## config.mk

```make
export PLATFORM = sky130hd
export DESIGN_NAME = word_store_top
export DESIGN_NICKNAME = d
export VERILOG_FILES = /design/src/common/word_store_pkg.sv /design/src/hw/word_store/piece_ram.sv /design/src/hw/word_store/piece_sequencer.sv /design/src/hw/word_store_top.sv
export VERILOG_INCLUDE_DIRS = /design/src /design/src/common
export SDC_FILE = /design/constraint.sdc
export NUM_CORES = 2
export LEC_CHECK = 0
export ABC_AREA = 1
export ABC_CLOCK_PERIOD_IN_PS = 9300
export BUFFER_PORTS_ARGS = -buffer_cell sky130_fd_sc_hd__buf_2
export CAP_MARGIN = 20
export CORE_MARGIN = 2
export CORE_UTILIZATION = 35
export CTS_CLUSTER_DIAMETER = 40
export DETAILED_ROUTE_END_ITERATION = 7
export MAX_ROUTING_LAYER = met4
export PLACE_DENSITY = 0.52
export SLEW_MARGIN = 20
export SYNTH_ARGS = -nofsm -noshare
export SYNTH_HDL_FRONTEND = slang
export SYNTH_SLANG_ARGS = --single-unit
export TNS_END_PERCENT = 10
```

## constraint.sdc

```tcl
create_clock -name clk_in -period 9.3 [get_ports clk_in]
set_input_delay 0.93 -clock clk_in [delete_from_list [all_inputs] [get_ports clk_in]]
set_output_delay 0.93 -clock clk_in [all_outputs]
set_load 0.005 [all_outputs]
```

## src/common/word_store_consts.svh

```systemverilog
// geometry of the wide-word store
// WS_WORDS and WS_PIECES must both be at least 2
// WS_PIECE_W is the native data width of the block RAM
`ifndef WORD_STORE_CONSTS_SVH
`define WORD_STORE_CONSTS_SVH

// number of wide words held by the store
`define WS_WORDS 16

// width of one ram word in bits
`define WS_PIECE_W 32

// ram words per wide word, piece 0 holds the lsbs
`define WS_PIECES 4

// ram depth is WS_WORDS * WS_PIECES, so 64 words by default
// word a, piece k sits at ram address a * WS_PIECES + k

`endif

```

## src/common/word_store_pkg.sv

```systemverilog
// shared types for the wide-word store
// all widths follow the macros in the consts header
`include "word_store_consts.svh"

package word_store_pkg;

  // one block ram word
  typedef logic [`WS_PIECE_W-1:0] piece_t;

  // one wide value, WS_PIECES ram words side by side
  typedef logic [(`WS_PIECES * `WS_PIECE_W)-1:0] word_t;

  typedef logic [$clog2(`WS_WORDS)-1:0] word_addr_t;  // client side address
  typedef logic [$clog2(`WS_WORDS * `WS_PIECES)-1:0] ram_addr_t;  // ram side address

  // client request, strobes are single cycle
  typedef struct packed {
    word_addr_t addr;     // wide word index
    word_t      wr_data;  // value to store on a write
    logic       rd_stb;   // read request
    logic       wr_stb;   // write request, wins over rd_stb
  } client_req_t;

  // block ram port, we and regce are exclusive
  typedef struct packed {
    ram_addr_t addr;   // registered inside the ram
    logic      we;     // write din at addr on this edge
    logic      regce;  // load the output register
    piece_t    din;    // write data
  } ram_req_t;

  // sequencer state
  typedef enum logic [1:0] {
    ST_IDLE,
    ST_WRITE,
    ST_READ
  } seq_state_t;

endpackage

```

## src/hw/word_store/piece_ram.sv

```systemverilog
`timescale 1ns/10ps
// behavioral single-port block ram with the output register turned on
// read data shows up two edges after the address, regce gates the second stage
// contents are undefined after power up, there is no reset
`include "word_store_consts.svh"

module piece_ram
  import word_store_pkg::*;
(
  input  logic     clk_in,
  input  ram_req_t req,
  output piece_t   dout
);

  localparam int DEPTH = `WS_WORDS * `WS_PIECES;

  piece_t    mem [DEPTH];  // storage array
  ram_addr_t addr_q;       // address register, first read stage

  // write port uses the address presented on this edge
  always_ff @(posedge clk_in) begin
    if (req.we) begin
      mem[req.addr] <= req.din;
    end
  end

  // two stage read path
  always_ff @(posedge clk_in) begin
    addr_q <= req.addr;  // stage 1, loaded every edge
    if (req.regce) begin
      dout <= mem[addr_q];  // stage 2, only when enabled
    end
  end

  // a write must land inside the array
  a_wr_addr_range : assert property (
    @(posedge clk_in) req.we |-> (int'(req.addr) < DEPTH)
  ) else $error("piece_ram: write address %0d out of range", req.addr);

  // the output register must read from inside the array
  a_rd_addr_range : assert property (
    @(posedge clk_in) req.regce |-> (int'(addr_q) < DEPTH)
  ) else $error("piece_ram: read address %0d out of range", addr_q);

  // sequencer never mixes a write with an output register load
  a_we_regce_excl : assert property (
    @(posedge clk_in) req.we |-> !req.regce
  ) else $error("piece_ram: we and regce high together");

endmodule

```

## src/hw/word_store/piece_sequencer.sv

```systemverilog
`timescale 1ns/10ps
// one request at a time, strobes seen while busy are dropped, write wins over read
// write done comes WS_PIECES+1 cycles after acceptance, read done WS_PIECES+2
// reads keep up to two pieces in flight behind the two stage ram
`include "word_store_consts.svh"

module piece_sequencer
  import word_store_pkg::*;
(
  input  logic        clk_in,
  input  logic        rst_in,
  input  client_req_t client,
  output word_t       rd_data,
  output logic        done,
  output logic        busy,
  output ram_req_t    ram,
  input  piece_t      ram_dout
);

  localparam int P      = `WS_PIECES;
  localparam int PW     = `WS_PIECE_W;
  localparam int WORD_W = $bits(word_t);
  localparam int CNT_W  = $clog2(P + 1);  // counts 0..P

  seq_state_t       state;
  ram_addr_t        addr_q;     // current piece address
  logic             we_q;
  logic [CNT_W-1:0] piece_cnt;  // write piece / read issue count
  logic [CNT_W-1:0] cap_cnt;    // read pieces captured so far
  logic             iss_v;      // address on the bus belongs to a read
  logic [1:0]       vld;        // read valid, one bit per ram stage
  word_t            word_q;     // latched write word
  piece_t           din_q;      // slice on the ram write data
  word_t            asm_q;      // read assembly, fills from the top
  word_t            asm_next;
  ram_addr_t        base_addr;
  logic             accept;

  assign accept    = (state == ST_IDLE) && (client.rd_stb || client.wr_stb);
  assign base_addr = ram_addr_t'(client.addr) * ram_addr_t'(P);  // piece 0 of the word
  assign asm_next  = {ram_dout, asm_q[WORD_W-1:PW]};  // new piece enters at the msb end
  assign busy      = (state != ST_IDLE);

  always_comb begin
    ram.addr  = addr_q;
    ram.we    = we_q;
    ram.regce = vld[0];  // address is in the ram address register now
    ram.din   = din_q;
  end

  // control path
  always_ff @(posedge clk_in) begin
    if (rst_in) begin
      state     <= ST_IDLE;
      addr_q    <= '0;
      we_q      <= 1'b0;
      piece_cnt <= '0;
      cap_cnt   <= '0;
      iss_v     <= 1'b0;
      vld       <= '0;
      done      <= 1'b0;
      rd_data   <= '0;
    end else begin
      done <= 1'b0;             // single cycle pulse
      vld  <= {vld[0], iss_v};  // follows the ram pipeline
      case (state)
        ST_IDLE: begin
          if (accept) begin
            addr_q <= base_addr;
            if (client.wr_stb) begin
              state     <= ST_WRITE;
              we_q      <= 1'b1;  // piece 0 goes out right away
              piece_cnt <= '0;
            end else begin
              state     <= ST_READ;
              iss_v     <= 1'b1;  // piece 0 address issued
              piece_cnt <= CNT_W'(1);
              cap_cnt   <= '0;
            end
          end
        end
        ST_WRITE: begin
          if (piece_cnt == CNT_W'(P)) begin
            done  <= 1'b1;  // one gap cycle after the last write
            state <= ST_IDLE;
          end else if (piece_cnt == CNT_W'(P - 1)) begin
            we_q      <= 1'b0;  // last piece written on this edge
            piece_cnt <= CNT_W'(P);
          end else begin
            addr_q    <= addr_q + 1'b1;
            piece_cnt <= piece_cnt + 1'b1;
          end
        end
        ST_READ: begin
          if (piece_cnt < CNT_W'(P)) begin
            addr_q    <= addr_q + 1'b1;  // one address per cycle
            piece_cnt <= piece_cnt + 1'b1;
          end else begin
            iss_v <= 1'b0;  // all addresses out
          end
          if (vld[1]) begin
            cap_cnt <= cap_cnt + 1'b1;
            if (cap_cnt == CNT_W'(P - 1)) begin
              rd_data <= asm_next;  // whole word at once
              done    <= 1'b1;
              state   <= ST_IDLE;
            end
          end
        end
        default: state <= ST_IDLE;
      endcase
    end
  end

  // data path
  always_ff @(posedge clk_in) begin
    if (accept && client.wr_stb) begin
      word_q <= client.wr_data;
      din_q  <= client.wr_data[PW-1:0];
    end else if ((state == ST_WRITE) && (piece_cnt < CNT_W'(P - 1))) begin
      din_q <= word_q[(int'(piece_cnt) + 1) * PW +: PW];  // next slice up
    end
    if (vld[1]) begin
      asm_q <= asm_next;
    end
  end

  // busy only drops together with done
  a_busy_done : assert property (
    @(posedge clk_in) disable iff (rst_in) $fell(busy) |-> done
  ) else $error("piece_sequencer: busy fell without done");

  // done is a pulse
  a_done_pulse : assert property (
    @(posedge clk_in) disable iff (rst_in) done |=> !done
  ) else $error("piece_sequencer: done high two cycles");

  // a piece cannot come back before its address went out
  a_cap_le_issue : assert property (
    @(posedge clk_in) disable iff (rst_in) (state == ST_READ) |-> (cap_cnt <= piece_cnt)
  ) else $error("piece_sequencer: capture %0d ahead of issue %0d", cap_cnt, piece_cnt);

endmodule

```

## src/hw/word_store_top.sv

```systemverilog
`timescale 1ns/10ps
// wide-word store, client port on one side, block ram inside
// the client must wait for busy to fall before the next strobe
// rd_data holds the last read word, writes leave it alone
`include "word_store_consts.svh"

module word_store_top
  import word_store_pkg::*;
(
  input  logic        clk_in,
  input  logic        rst_in,
  input  client_req_t client,   // address, write word and strobes
  output word_t       rd_data,  // last word read
  output logic        done,     // request finished
  output logic        busy      // request in progress
);

  ram_req_t ram_req;   // sequencer to ram
  piece_t   ram_dout;  // ram output register

  // splits and gathers wide words
  piece_sequencer i_seq (
    .clk_in   (clk_in),
    .rst_in   (rst_in),
    .client   (client),
    .rd_data  (rd_data),
    .done     (done),
    .busy     (busy),
    .ram      (ram_req),
    .ram_dout (ram_dout)
  );

  // WS_WORDS * WS_PIECES pieces
  piece_ram i_ram (
    .clk_in (clk_in),
    .req    (ram_req),
    .dout   (ram_dout)
  );

endmodule

```

==> impl_metrics.yaml <==
run_status:
  status: "completed"
cells_and_area:
  final_cell_mix: "edfxtp_1 (2304), nand2_1 (2293), nand3_1 (1925)"
  mostFrequentLayoutCell: "edfxtp_1"
  stdcell_count: 12050
  fin_nets: 8304
  synthToLayoutAreaGrowth_pct: 17.83
  final_layout_size_suffix_gt1_frac: 0.1303
  fillers: 25460
floorplanning:
  fp.dieH_um: 529.0
  die_area_um2: 279800
  io_pins: 266
  start_util: 0.3522
  core_um2: 273900
  die_x_um: 529.0
  rows: 192
sta:
  slew_violations: 0
  grt_setup_unrepaired: "false"
  clock_skew_ns: 0.04287
  hold_violations: 0
  period_needed_ns: 4.629
  max_freq_mhz: 216.0
  finalSetupViolations: 0
  worst_pin_slew_ns: 1.062
  final.period_utilization: 0.4978
  tns_ns: 0
  slew_headroom: 0.2918
worst_setup_path:
  criticalPathCategory: "reg2reg"
  cp-end-kind: "flop"
  cp_max_fo: 85
  start_kind: "flop"
  cp.required_ns: 9.88
  worstPathArrival_ns: 5.21
flow_run:
  max_cap_viol_count: 0
clock_network:
  htreeDepth: 5
  clockBufferDepth: 4
  hold_buffers: 0
  cts_sinks: 2457
  ctsResizeCount: 0
  post-cts-setup-buffers: 0
  cts_root_buf: "clkbuf_16"
  cts_made_buffers: 356
  cts_tree: "built"
  clock_latency_ns: 0.89
  clk_pin_slew_worst_paths_ns: 0.06
power_and_ir_drop:
  p_leak_uw: 0.04000
  irDropWorstVdd_mv: 0.2338
  p_per_area_nw_per_um2: 315.0
logic_synthesis:
  synthFlopType: "edfxtp_1"
  async_flop_share: 0
  ys_seq_area_frac: 0.7491
  syn_area_um2: 96450
  synth_warnings: 0
  netlist_instances: 7882
  syn_nets: 8029
  synth.avg_cell_area_um2: 12.24
  synth_edf_count: 2304
  ys_ff_latch: 2457
  ys_types: 30
detailed_routing:
  drt-pass1-iter-count: 6
  drtIter0Drc: 7240
  vias: 63690
  viasPerCell: 5.284
  postRouteAntennaNets: 0
  drcViolationCount: 0
  wl_per_cell_um: 24.70
  drt-total-wl_mm: 297.7
place:
  io_buffers: 265
  globalplace.congestion: 0.8285
  dp_hpwl_mm: 152.9
  place_inst: 11390
global_routing:
  grt_max_degree: 208
  grt_pass1_wl_mm: 428.4
  track_usage: 0.2137
  gr-total-overflow: 0
  antenna_found_initial: 18
  grt_pass1_vias: 60710
worst_hold_path:
  hold_path_class: "in2reg"
synthesized netlist by cell type (2+ instances only):
| library cell | number | area share |
|---|---|---|
| clkbuf_1 | 130 | 0.0051 |
| nand3_1 | 1926 | 0.10 |
| edfxtp_1 | 2304 | 0.72 |
| o211ai_1 | 2 | 0.00016 |
| a21oi_1 | 142 | 0.0074 |
| nor3_1 | 7 | 0.00036 |
| a211oi_1 | 4 | 0.00031 |
| dfxtp_1 | 153 | 0.032 |
| ha_1 | 11 | 0.0014 |
| o21ai_0 | 207 | 0.011 |
| nor2_1 | 113 | 0.0044 |
| clkinv_1 | 4 | 0.00016 |
| inv_2 | 2 | 0.000078 |
| buf_1 | 44 | 0.0017 |
| buf_2 | 270 | 0.014 |
| buf_4 | 43 | 0.0033 |
| a2bb2oi_1 | 32 | 0.0029 |
| buf_6 | 21 | 0.0025 |
| inv_1 | 164 | 0.0064 |
| nand2_1 | 2293 | 0.089 |
critical path, cell delays in order, from the launching register on:
cell and delay (ns):
dfxtp_4 0.50, inv_8 0.55, buf_4 0.88, buf_4 0.87, nand3_1 0.17, nand3_1 0.13
nand3_1 0.10, nand3_1 0.30, nand2_1 0.18, nand2_1 0.34, nand2_1 0.09
state kept, by name (all words and copies together) (netlist names):
register,cells
i_seq.addr_q,6
i_ram.addr_q,6
i_seq.piece_cnt,3
i_ram.dout,32
i_seq.vld,2
i_seq.done,1
i_seq.din_q,32
i_seq.iss_v,1
i_seq.word_q,96
i_seq.asm_q,96
i_seq.state,2
i_seq.we_q,1
i_seq.cap_cnt,3
i_ram.mem,2048
i_seq.rd_data,128
per-stage QoR:
stage	utilization	hold WS (ns)	setup WS [ns]	total power, µW	instance area [µm²]
5_1_grt	0.4149	0.2043	4.563	37110	113600
3_3_place_gp	0.3708	0.4275	4.801	22330	101500
2_1_floorplan	-	0.3258	4.869	19020	96450
4_1_cts	0.4148	0.1906	4.816	35950	113600
3_5_place_dp	0.3708	0.4200	4.806	22400	101500
6_report	0.4150	0.2514	4.671	35800	113600
layout make-up:
| type | count | area (µm²) | area share |
|---|---|---|---|
| flip-flops and latches | 2457 | 72270 | 0.6359 |
| multi-input cells | 4745 | 21480 | 0.1890 |
| repair buffers | 426 | 2635 | 0.02319 |
| diodes | 16 | 40.04 | 0.0003523 |
| well taps | 3589 | 4491 | 0.03951 |
| clock inverters | 254 | 2845 | 0.02504 |
| inverters | 171 | 681.9 | 0.006000 |
| clock buffers | 395 | 9203 | 0.08097 |
metal layers:
layer	global-route usage	part of all wire
met1	0.2929	0.43
met2	0.3287	0.47
met3	0.03124	0.070
met4	0.06524	0.029
met5	-	0
logic make-up (layout without fill, tap and decap cells):
logic type / count (synthesis) / after routing / share of synthesized area
buf+inv: 680 / 1246 / 0.03342
compound gates: 392 / 392 / 0.02188
xor+xnor: 1 / 1 / 0.00009082
flops: 2457 / 2457 / 0.7491
simple gates: 4341 / 4341 / 0.1941
other cells: 0 / 16 / 0
fa+ha+maj: 11 / 11 / 0.001427
where the power goes:
part	internal, µW	switching (µW)	leakage [µW]	total, µW
logic	1630	6300	0.0121	7930
clock network	8390	5170	0.00581	13600
registers	14000	298	0.0221	14300
worst paths after layout:
| check | start | end | slack, ns | depth (start not counted) |
|---|---|---|---|---|
| worst max-delay path | i_ram.addr_q[1] | i_ram.dout[11] | 4.67 | 10 |
| worst min-delay path | client[96] | i_seq.word_q[94] | 0.25 | 1 |
| worst min register to register | i_seq.iss_v | i_seq.vld[0] | 0.42 | 2 |
| worst max register to register | i_ram.addr_q[1] | i_ram.dout[11] | 4.67 | 10 |
Power figures use the tool's default switching activity.
